## src/include/thorDecode_params.svh

```systemverilog
// Thor decode stage parameters for the multi-cycle stall window and the data path width
`ifndef THOR_DECODE_PARAMS_SVH
`define THOR_DECODE_PARAMS_SVH

// ======================================================================
// Issue timing
// ======================================================================

// Cycles that ready stays low after a MUL or DIV is issued
`define THOR_MC_CYCLES 4

// ======================================================================
// Data path
// ======================================================================

// Width of immediates, displacements and branch targets after extension
`define THOR_VALUE_W 64

`endif

```

## src/hw/thorDecodePkg.sv

```systemverilog
// Thor decode package with opcodes, function codes, instruction formats and the decode record
`default_nettype none

`include "thorDecode_params.svh"

package thorDecodePkg;

	typedef logic [`THOR_VALUE_W-1:0] Value;

	// ======================================================================
	// Opcodes and function codes
	// ======================================================================

	typedef enum logic [7:0]
	{
		R2    = 8'h02,
		ADDI  = 8'h04,
		ANDI  = 8'h08,
		ORI   = 8'h09,
		ADDIL = 8'h14,
		ANDIL = 8'h18,
		JMP   = 8'h20,
		JEQ   = 8'h26,
		EXI7  = 8'h50,
		EXI23 = 8'h51,
		LDB   = 8'h80,
		LDBU  = 8'h81,
		LDW   = 8'h82,
		LDO   = 8'h86,
		STB   = 8'h90,
		STO   = 8'h93,
		NOP   = 8'hF1
	} Opcode;

	// Function field of the R2 format
	typedef enum logic [5:0]
	{
		MUL  = 6'h08,
		MULH = 6'h09,
		DIV  = 6'h10,
		DIVU = 6'h11
	} R2Func;

	typedef enum logic [1:0]
	{
		byt   = 2'd0,
		wyde  = 2'd1,
		tetra = 2'd2,
		octa  = 2'd3
	} MemSize;

	// ======================================================================
	// Instruction formats, all 48 bits with the opcode in the low byte
	// ======================================================================

	typedef struct packed {
		logic [26:0] rest;
		logic [5:0] Ra;
		logic [5:0] Rt;
		logic v;
		Opcode opcode;
	} AnyFmt;

	// 11-bit immediate sits at the top of the word
	typedef struct packed {
		logic [10:0] imm;
		logic [15:0] pad;
		logic [5:0] Ra;
		logic [5:0] Rt;
		logic v;
		Opcode opcode;
	} RiFmt;

	typedef struct packed {
		logic [22:0] imm;
		logic [3:0] pad;
		logic [5:0] Ra;
		logic [5:0] Rt;
		logic v;
		Opcode opcode;
	} RilFmt;

	typedef struct packed {
		logic [23:0] disp;
		logic [2:0] pad;
		logic [5:0] Ra;
		logic [5:0] Rt;
		logic v;
		Opcode opcode;
	} LdFmt;

	// Store source register occupies the Rt slot
	typedef struct packed {
		logic [23:0] disp;
		logic [2:0] pad;
		logic [5:0] Ra;
		logic [5:0] Rs;
		logic v;
		Opcode opcode;
	} StFmt;

	typedef struct packed {
		R2Func func;
		logic [14:0] pad;
		logic [5:0] Rb;
		logic [5:0] Ra;
		logic [5:0] Rt;
		logic v;
		Opcode opcode;
	} R2Fmt;

	// Target is in half-word units
	typedef struct packed {
		logic [23:0] target;
		logic [2:0] Ca;
		logic [5:0] Ra;
		logic [3:0] pad;
		logic [1:0] lk;
		logic v;
		Opcode opcode;
	} JxxFmt;

	typedef struct packed {
		logic [38:0] payload;
		logic v;
		Opcode opcode;
	} ExiFmt;

	typedef union packed {
		AnyFmt any;
		RiFmt ri;
		RilFmt ril;
		LdFmt ld;
		StFmt st;
		R2Fmt r2;
		JxxFmt jxx;
		ExiFmt exi;
	} Instruction;

	// ======================================================================
	// Decode record
	// ======================================================================

	typedef struct packed {
		logic [5:0] Ra;
		logic [5:0] Rb;
		logic [5:0] Rc;
		logic [5:0] Rt;
		logic rfwr;
		Value imm;
		logic ld;
		logic ldz;
		logic st;
		MemSize memsz;
		logic jmp;
		logic jxx;
		logic [1:0] lk;
		logic carfwr;
		logic [2:0] Cat;
		Value jmpTgt;
		logic mul;
		logic div;
		logic multiCycle;
	} DecodeOut;

endpackage

`default_nettype wire

```

## src/hw/thorPrefixLatch.sv

```systemverilog
// Thor prefix latch holding an EXI7 or EXI23 word until the next instruction is accepted
`timescale 1ns/1ps
`default_nettype none

module thorPrefixLatch
(
	input logic clk,
	input logic rstN,
	input logic irValid,
	input thorDecodePkg::Instruction ir,
	output logic prefixHit,
	output thorDecodePkg::Instruction xir
);

	// Extension word seen by the decoder when nothing is pending
	localparam logic [47:0] NopWord = {40'd0, thorDecodePkg::NOP};

	logic pending;
	thorDecodePkg::Instruction held;

	assign prefixHit = (ir.any.opcode == thorDecodePkg::EXI7) ||
		(ir.any.opcode == thorDecodePkg::EXI23);

	// Set by a prefix, cleared by the instruction that consumes it
	always_ff @(posedge clk or negedge rstN)
	begin
		if (!rstN)
			pending <= 1'b0;
		else if (irValid)
			pending <= prefixHit;
	end

	always_ff @(posedge clk)
	begin
		if (irValid && prefixHit)
			held <= ir;
	end

	assign xir = pending ? held : NopWord;

	// Prefixes do not chain
	assert property (@(posedge clk) disable iff (!rstN) (pending && irValid) |-> !prefixHit)
		else $error("second prefix word while a prefix is pending");

endmodule

`default_nettype wire

```

## src/hw/thorDecoder.sv

```systemverilog
// Thor instruction decoder turning an instruction and its prefix into a decode record
`timescale 1ns/1ps
`default_nettype none

`include "thorDecode_params.svh"

module thorDecoder
(
	input thorDecodePkg::Instruction ir,
	input thorDecodePkg::Instruction xir,
	output thorDecodePkg::DecodeOut deco
);

	thorDecodePkg::Value imm;

	always_comb
	begin
		deco = '0;

		// ======================================================================
		// Register fields
		// ======================================================================
		deco.Ra = ir.any.Ra;
		deco.Rb = ir.r2.Rb;

		// Branches never write a general register
		case (ir.any.opcode)
		thorDecodePkg::JMP, thorDecodePkg::JEQ:
			deco.Rt = 6'd0;
		default:
			deco.Rt = ir.any.Rt;
		endcase

		case (ir.any.opcode)
		thorDecodePkg::STB, thorDecodePkg::STO:
			deco.Rc = ir.st.Rs;
		default:
			deco.Rc = ir.any.rest[13:8];
		endcase

		case (ir.any.opcode)
		thorDecodePkg::ADDI, thorDecodePkg::ANDI, thorDecodePkg::ORI,
		thorDecodePkg::ADDIL, thorDecodePkg::ANDIL, thorDecodePkg::R2:
			deco.rfwr = 1'b1;
		default:
			deco.rfwr = 1'b0;
		endcase

		// ======================================================================
		// Immediate constant
		// ======================================================================
		case (ir.any.opcode)
		thorDecodePkg::ADDI:
			imm = {{(`THOR_VALUE_W-11){ir.ri.imm[10]}}, ir.ri.imm};
		// Mask constants keep the upper bits
		thorDecodePkg::ANDI:
			imm = {{(`THOR_VALUE_W-11){1'b1}}, ir.ri.imm};
		thorDecodePkg::ORI:
			imm = {{(`THOR_VALUE_W-11){1'b0}}, ir.ri.imm};
		thorDecodePkg::ADDIL:
			imm = {{(`THOR_VALUE_W-23){ir.ril.imm[22]}}, ir.ril.imm};
		thorDecodePkg::ANDIL:
			imm = {{(`THOR_VALUE_W-23){1'b1}}, ir.ril.imm};
		// Stores hold the displacement in the same bits as loads
		thorDecodePkg::LDB, thorDecodePkg::LDBU, thorDecodePkg::LDW, thorDecodePkg::LDO,
		thorDecodePkg::STB, thorDecodePkg::STO:
			imm = {{(`THOR_VALUE_W-24){ir.ld.disp[23]}}, ir.ld.disp};
		default:
			imm = '0;
		endcase

		// Prefix supplies everything above bit 22
		case (xir.any.opcode)
		thorDecodePkg::EXI7:
			imm = {{(`THOR_VALUE_W-30){xir.exi.payload[6]}}, xir.exi.payload[6:0], imm[22:0]};
		thorDecodePkg::EXI23:
			imm = {{(`THOR_VALUE_W-46){xir.exi.payload[22]}}, xir.exi.payload[22:0],
				imm[22:0]};
		default:
			;
		endcase
		deco.imm = imm;

		// ======================================================================
		// Memory access
		// ======================================================================
		case (ir.any.opcode)
		thorDecodePkg::LDB, thorDecodePkg::LDBU, thorDecodePkg::LDW, thorDecodePkg::LDO:
			deco.ld = 1'b1;
		default:
			deco.ld = 1'b0;
		endcase
		deco.ldz = (ir.any.opcode == thorDecodePkg::LDBU);
		deco.st = (ir.any.opcode == thorDecodePkg::STB) || (ir.any.opcode == thorDecodePkg::STO);

		case (ir.any.opcode)
		thorDecodePkg::LDB, thorDecodePkg::LDBU, thorDecodePkg::STB:
			deco.memsz = thorDecodePkg::byt;
		thorDecodePkg::LDW:
			deco.memsz = thorDecodePkg::wyde;
		default:
			deco.memsz = thorDecodePkg::octa;
		endcase

		// ======================================================================
		// Branches
		// ======================================================================
		deco.jmp = (ir.any.opcode == thorDecodePkg::JMP);
		deco.jxx = (ir.any.opcode == thorDecodePkg::JEQ);
		if (deco.jmp || deco.jxx)
		begin
			// Link goes to ca[lk], ca[0] is never written
			deco.lk = ir.jxx.lk;
			deco.carfwr = (ir.jxx.lk != 2'd0);
			deco.Cat = {1'b0, ir.jxx.lk};
			deco.jmpTgt = {{(`THOR_VALUE_W-25){ir.jxx.target[23]}}, ir.jxx.target, 1'b0};
		end

		// Multiply and divide hold the issue port
		if (ir.any.opcode == thorDecodePkg::R2)
		begin
			case (ir.r2.func)
			thorDecodePkg::MUL, thorDecodePkg::MULH:
				deco.mul = 1'b1;
			thorDecodePkg::DIV, thorDecodePkg::DIVU:
				deco.div = 1'b1;
			default:
				;
			endcase
		end
		deco.multiCycle = deco.mul | deco.div;
	end

endmodule

`default_nettype wire

```

## src/hw/thorStallTimer.sv

```systemverilog
// Thor stall timer counting down the not-ready window after a multi-cycle issue
`timescale 1ns/1ps
`default_nettype none

`include "thorDecode_params.svh"

module thorStallTimer
(
	input logic clk,
	input logic rstN,
	input logic start,
	output logic busy
);

	localparam int CntW = $clog2(`THOR_MC_CYCLES + 1);

	logic [CntW-1:0] count;

	always_ff @(posedge clk or negedge rstN)
	begin
		if (!rstN)
			count <= '0;
		else if (start)
			count <= CntW'(`THOR_MC_CYCLES);
		else if (count != '0)
			count <= count - CntW'(1);
	end

	assign busy = (count != '0);

	// The controller keeps the input closed until the count has run out
	assert property (@(posedge clk) disable iff (!rstN) start |-> !busy)
		else $error("stall timer restarted while busy");

endmodule

`default_nettype wire

```

## src/hw/thorIssueCtrl.sv

```systemverilog
// Thor issue controller registering the decode record and pacing the input with ready
`timescale 1ns/1ps
`default_nettype none

`include "thorDecode_params.svh"

module thorIssueCtrl
(
	input logic clk,
	input logic rstN,
	input logic irValid,
	input logic prefixHit,
	input logic busy,
	input thorDecodePkg::DecodeOut decoIn,
	output logic decoValid,
	output thorDecodePkg::DecodeOut deco,
	output logic ready,
	output logic start
);

	typedef enum logic [1:0] {IDLE, ISSUE, STALL} State;

	State state;
	logic accept;

	// Input closes only while a multi-cycle op is still counting
	assign ready = !(state == STALL && busy);
	assign accept = irValid && ready && !prefixHit;
	assign start = accept && decoIn.multiCycle;

	always_ff @(posedge clk or negedge rstN)
	begin
		if (!rstN)
		begin
			state <= IDLE;
			decoValid <= 1'b0;
			deco <= '0;
		end
		else
		begin
			decoValid <= accept;
			if (accept)
			begin
				deco <= decoIn;
				state <= decoIn.multiCycle ? STALL : ISSUE;
			end
			else
			begin
				case (state)
				ISSUE:
					state <= IDLE;
				STALL:
					if (!busy)
						state <= IDLE;
				default:
					state <= IDLE;
				endcase
			end
		end
	end

	// Source must honour ready
	assert property (@(posedge clk) disable iff (!rstN) irValid |-> ready)
		else $error("irValid asserted while ready is low");

	// Full stall window, then the input reopens
	assert property (@(posedge clk) disable iff (!rstN)
		start |=> (!ready [*`THOR_MC_CYCLES]) ##1 ready)
		else $error("ready low for the wrong number of cycles after a multi-cycle issue");

endmodule

`default_nettype wire

```

## src/hw/thorDecodeStage.sv

```systemverilog
// Thor decode stage top joining prefix latch, decoder, issue controller and stall timer
`timescale 1ns/1ps
`default_nettype none

module thorDecodeStage
(
	input logic clk,
	input logic rstN,
	input logic irValid,
	input thorDecodePkg::Instruction ir,
	output logic ready,
	output logic decoValid,
	output thorDecodePkg::DecodeOut deco
);

	logic prefixHit;
	logic busy;
	logic start;
	thorDecodePkg::Instruction xir;
	thorDecodePkg::DecodeOut decoComb;

	thorPrefixLatch u_prefix
	(
		.clk(clk),
		.rstN(rstN),
		.irValid(irValid),
		.ir(ir),
		.prefixHit(prefixHit),
		.xir(xir)
	);

	// Zero-latency decode of the word on the input
	thorDecoder u_decoder
	(
		.ir(ir),
		.xir(xir),
		.deco(decoComb)
	);

	thorIssueCtrl u_issue
	(
		.clk(clk),
		.rstN(rstN),
		.irValid(irValid),
		.prefixHit(prefixHit),
		.busy(busy),
		.decoIn(decoComb),
		.decoValid(decoValid),
		.deco(deco),
		.ready(ready),
		.start(start)
	);

	thorStallTimer u_timer
	(
		.clk(clk),
		.rstN(rstN),
		.start(start),
		.busy(busy)
	);

endmodule

`default_nettype wire

```

## config.mk

```make
export PLATFORM = sky130hd
export DESIGN_NAME = thorDecodeStage
export DESIGN_NICKNAME = d
export VERILOG_FILES = /design/src/hw/thorDecodePkg.sv /design/src/hw/thorPrefixLatch.sv /design/src/hw/thorDecoder.sv /design/src/hw/thorStallTimer.sv /design/src/hw/thorIssueCtrl.sv /design/src/hw/thorDecodeStage.sv
export VERILOG_INCLUDE_DIRS = /design/src /design/src/include
export SDC_FILE = /design/constraint.sdc
export NUM_CORES = 1
export LEC_CHECK = 0
export BUFFER_PORTS_ARGS = -buffer_cell sky130_fd_sc_hd__buf_2
export CAP_MARGIN = 20
export CELL_PAD_IN_SITES_DETAIL_PLACEMENT = 1
export CELL_PAD_IN_SITES_GLOBAL_PLACEMENT = 2
export CORE_UTILIZATION = 31
export CTS_CLUSTER_DIAMETER = 80
export DETAILED_ROUTE_END_ITERATION = 7
export PLACE_DENSITY = 0.92
export RECOVER_POWER = 100
export SYNTH_ARGS = -nofsm -noshare
export SYNTH_HDL_FRONTEND = slang
export SYNTH_SLANG_ARGS = --single-unit
export TNS_END_PERCENT = 20
```

## constraint.sdc

```tcl
create_clock -name clk -period 3.1 [get_ports clk]
set_input_delay 0.62 -clock clk [delete_from_list [all_inputs] [get_ports clk]]
set_output_delay 0.62 -clock clk [all_outputs]
set_load 0.03 [all_outputs]
```

# == Yosys cells after proc, flatten, opt, wreduce, memory -nomap -nowiden ==
# Index checks and enable logic that the tools add are counted.
# W data, S select, Z words.
# word_totals
wordCells,89
output_inout_bits,171
register_bits,208
in_bits,51
# classes
n_addsub,1
n_mux,18
n_bitwise,1
n_reduce_logical,21
eq_ne,24
# op_table
operator,n
$pmux W64 S6,1
$pmux W64 S2,1
$mux W70,1
$eq A8 B8 Y1 const B,6
$eq A8 B7 Y1 const B,4
$mux W32,1
$eq A8 B4 Y1 const B,2
$eq A8 B5 Y1 const B,2
$eq A8 B6 Y1 const B,2
$eq A6 B4 Y1 const B,2
$eq A6 B5 Y1 const B,2
$mux W6,2
$reduce_or A6 Y1,2
$mux W2,5
$eq A8 B2 Y1 const B,1
$eq A8 B3 Y1 const B,1
$reduce_or A2 Y1,4
$mux W3,2
$logic_and A1 B1 Y1,5
$mux W1,4
$pmux W2 S2,1
$reduce_bool A2 Y1,2
$reduce_or A4 Y1,1
$logic_or A1 B1 Y1,3
other kinds (7),8

# == Logic depth before layout (Yosys ltp) ==
# depth
depth_word,7
depth_mapped,10
depth_no_buf,8

# == Cells and area by module ==
# Synthesis repeated with hierarchy kept, for this count alone.
# unflattened
hier_cells,774
hier_area_um2,10884.2
# modules_own_cells
module,area_each_um2,n_inst,cells_each,seq_area_each_um2
thorIssueCtrl,6841.6,1,369,4304.1
thorDecoder,2020.7,1,281,0.0
thorPrefixLatch,1844.3,1,108,1466.4
thorStallTimer,177.7,1,16,75.1

# == Worst setup path after synthesis ==
# OpenSTA, ideal clock, no wires.
# synth_path
path_kind,in2reg
from,in ir[1] in the netlist's numbering
to,reg u_prefix.held[0] in the netlist's numbering (enable)
n_path_buf,1
arrival_ns,2.385
setup_ns,0.421
setup_slack_ns,0.294
t_required_ns,2.679
stages,4
path_cell_list,buf_2 -> nor2_1 -> nand4_1 -> nor2_1
# synth_between
elab_chain_cells,3
word_cells_on_any_way,4
classes_between,eq/ne: 2; reduce/logical: 2
# synth_lines
element,line,source
from (decl),thorDecodeStage.sv:10,"input thorDecodePkg::Instruction ir,"
$eq A8 B7 Y1 (on tied branches),"thorPrefixLatch.sv:21, thorPrefixLatch.sv:22",
$logic_or A1 B1 Y1 *,thorPrefixLatch.sv:21,assign prefixHit = (ir.any.opcode == thorDecodePkg::EXI7) ||
$logic_and A1 B1 Y1 *,thorPrefixLatch.sv:35,if (irValid && prefixHit)
to (signal assigned),thorPrefixLatch.sv:36,held <= ir;
to (decl),thorPrefixLatch.sv:19,thorDecodePkg::Instruction held;
# Mark *: on every way between the ends. The rest lies on a longest branch, timed or not.
# A chain may end at the register's enable or synchronous reset.

# == Worst setup path in the final report ==
# layout_path
from,reg u_timer.count[0]
to,reg u_issue.deco[152] (netlist name)
# layout_between
elab_chain_cells,5
# layout_lines
element,line,source
from (decl),thorStallTimer.sv:17,logic [CntW-1:0] count;
from (signal assigned),thorStallTimer.sv:24,count <= CntW'(`THOR_MC_CYCLES);
from (signal assigned),thorStallTimer.sv:26,count <= count - CntW'(1);
$reduce_bool A3 Y1,thorStallTimer.sv:29,assign busy = (count != '0);
$logic_and A1 B1 Y1,thorIssueCtrl.sv:27,assign ready = !(state == STALL && busy);
$logic_not A1 Y1,thorIssueCtrl.sv:27,
$logic_and A1 B1 Y1 (2 in a row),thorIssueCtrl.sv:28,assign accept = irValid && ready && !prefixHit;
# No other way between the ends.

==> results.md <==
* Outcome: completed
* Commonest non-fill, non-tap cells in the layout: clkbuf_1 (199), dfrtp_1 (115), nand2_1 (98), o21ai_0 (38), nor2_1 (36)
* Clock Skews at 0.01230 ns
* Starting density of the core at 0.3211
* Ant diodes at 0
* Post-DP HPWL at roughly 13000 µm
* FF/Latch Area at ~3800 µm²
* Hold WS at between 0.15 and 0.2 ns
* RSZ-0062 raised after global routing: false
* Asr flop ratio synth at 0.7877
* Share of cells above drive strength 1 at 0.09946
* Syn avg cell area at around 11 µm²
* Most used DFF post-synth: dfrtp_1
* Synthesis warning total at 0
* Nature of the critical path startpoint: flip-flop
* Hold_buf cts at 0
* Critical Path AT at between 2 and 3 ns
* Final setup TNS at 0 ns
* Worst setup startpoint: u_timer.count[0]
* Number of global-route vias before repair at ~5k
* Place WS at 0.4245 ns
* Post-CTS Resized at 0
* CTS Buf Count at 17
* DIE HEIGHT at roughly 150 µm
* Root Driver: clkbuf_16
* Maximum vdd ir drop at about 0.34 mV
* Antenna violations before repair at 0
* Worst slew pin tran at about 1.3 ns
* Final Critical Period at around 2.7 ns
* RR Startpoint: u_timer.count[0]
* Seq cells post-synth at about 150
* Mapped Cells at just under 600
* Remaining DRCs at 0
* Final Max Slew Viols at 0
* Number of I/O pins at between 200 and 250
* # placed instances at approximately 980
* Synthesized area at about 6400 µm²
* Fmax at roughly 370 MHz
* Worst Reg-to-Reg Cells at 8
* Tot GR Track Use at 0.1816
* Seq/Total Area, Yosys at 0.5996
* Distinct cells, synth at a little over 50
* Port Buffers at between 200 and 250
* H-tree depth at 4
* Total number of vias at roughly 5.0k
* Max Root-Sink Buffers at 2
* Final ANT Viol Nets at 0
* WL/cell at approximately 19 µm
* Cell Pwr Density at slightly above 600 nW/µm²
* Routed WL at 18690 µm
* CP Capture Type: flip-flop
* Core area at just under 20000 µm²
* TritonCTS clock tree: built
* CP Capture Point: u_issue.deco[152]
* Setup Buffers After CTS at 0
* GRT Residual Overflow at 0
* Endpoints failing setup at 0
* R2r setup slk at ~0.42 ns
* Clk_lat worst skew at 0.43 ns
* CP Max Fanout at 28
* Sinks on Clock Net at ~150
* Pre-Repair DR Iteration Count at 5
* Fillers at between 2k and 2.5k
* Nets at between 700 and 800
* Initial DRC count at 233
* Post-synth EDFFs at 31
* DIE WIDTH at about 150 µm
* GP Congestion at 0.7603
* Core Rows at 51
* Reg2reg end: u_issue.deco[152]
* Non-filler cells, final at 1009
* First-pass GRT wire length at around 30000 µm
* Period utilisation layout at 0.8654
* Pleak at approximately 3.2 nW
* Worst Path Class, Setup: reg -> reg
* Largest net degree at the start of global routing at 86
* Setup WS post-layout at about 0.42 ns
* DR vias/cell at roughly 5
* Die area at around 21000 µm²
* Hold Vio Cnt, Final at 0
* CTS clk-pin slew, worst paths at ~0.06 ns
* Relative slew slack at 0.1255
* Fin util at 0.3856
* Most common cell after layout, fill and taps aside: clkbuf_1
* Max-Cap Viols at 0
* Layout area overhead at 20.07%
* Worst Hold Class: in -> async
* Area of the multi-input gates at 1903 µm²
* WP data required at between 3 and 4 ns
-- per-stage QoR --
| stage | instance area (µm²) | power (W) |
|---|---|---|
| finish | 7627 | 0.004738 |
| global route | 7627 | 0.004925 |
| CTS | 7919 | 0.004829 |
| detailed placement | 7331 | 0.002770 |
| global placement | 7316 | 0.002750 |
| floorplan | 6356 | 0.002537 |
-- per-layer routing --
metal / GRT usage / share of wire / up-vias
li1: - / - / 2287
met1: 0.2361 / 0.44 / 2507
met2: 0.2906 / 0.48 / 175
met3: 0.04025 / 0.058 / 25
met4: 0.07842 / 0.022 / 0
met5: 0 / 0 / -
-- worst min-delay path by stage --
| stage | start | to |
|---|---|---|
| after detailed placement | u_issue.deco[76] | u_issue.deco[76] |
| after floorplan | rstN | u_issue.decoValid |
| after global routing | rstN | u_issue.deco[149] |
| after global placement | u_issue.deco[76] | u_issue.deco[76] |
| final | rstN | u_issue.deco[163] |
| after CTS | rstN | u_issue.deco[144] |
-- cell type report --
| type | count | share of cell area |
|---|---|---|
| clock buffers | 19 | 0.05955 |
| clock inverters | 13 | 0.01755 |
| inverters | 8 | 0.003937 |
| multi-input cells | 325 | 0.2495 |
| flip-flops and latches | 146 | 0.4993 |
| well taps | 265 | 0.04347 |
| repair buffers | 233 | 0.1266 |
-- worst max-delay path, stage by stage, from the launching register on --
cell	delay, ns
dfrtp_1	0.35
inv_1	0.05
ha_1	0.19
ha_1	0.27
or3b_1	0.47
nand3_1	0.24
buf_4	0.27
clkbuf_2	0.49
o21ai_0	0.20
-- Yosys cell counts (2+ instances only) --
cell type,n,area share
a21o_1,2,0.0024
a21oi_1,20,0.016
a221oi_1,11,0.015
a222oi_1,11,0.017
a22o_1,32,0.044
a31oi_1,18,0.018
and2_1,2,0.0020
and3_1,2,0.0020
buf_1,2,0.0012
buf_2,18,0.014
buf_4,62,0.073
clkbuf_1,17,0.010
dfrtp_1,115,0.45
edfxtp_1,31,0.15
ha_1,2,0.0039
inv_1,7,0.0041
mux2i_1,6,0.0095
nand2_1,98,0.058
nand2b_1,5,0.0049
nand3_1,3,0.0024
nand3b_1,2,0.0024
nor2_1,37,0.022
nor3_1,4,0.0032
nor3_2,2,0.0032
o21a_1,2,0.0024
o21ai_0,32,0.025
o21ai_1,6,0.0047
o41ai_1,2,0.0028
or4_4,3,0.0053
xor2_1,2,0.0028
-- power breakdown --
part	total (W)	internal (W)	switching [W]
Combinational	0.000597	0.000147	0.000450
Sequential	0.00210	0.00205	0.0000529
Clock	0.00204	0.00123	0.000811
-- sequential cells by signal, summed over array words and instances (netlist names) --
name and count:
u_prefix.pending 1, u_issue.decoValid 1, u_issue.deco 108, u_issue.state 2
u_timer.count 3, u_prefix.held 31
-- cell families after synthesis --
kind of cell / after synthesis / share of synthesized area
simple gates: 170 / 0.1219
flops: 146 / 0.5996
compound gates: 142 / 0.1568
buf+inv: 107 / 0.1034
mux: 6 / 0.009455
fa+ha+maj: 3 / 0.005515
xor+xnor: 2 / 0.002758
other cells: 1 / 0.0005903
Note: power is estimated with default switching activity, not from simulation.
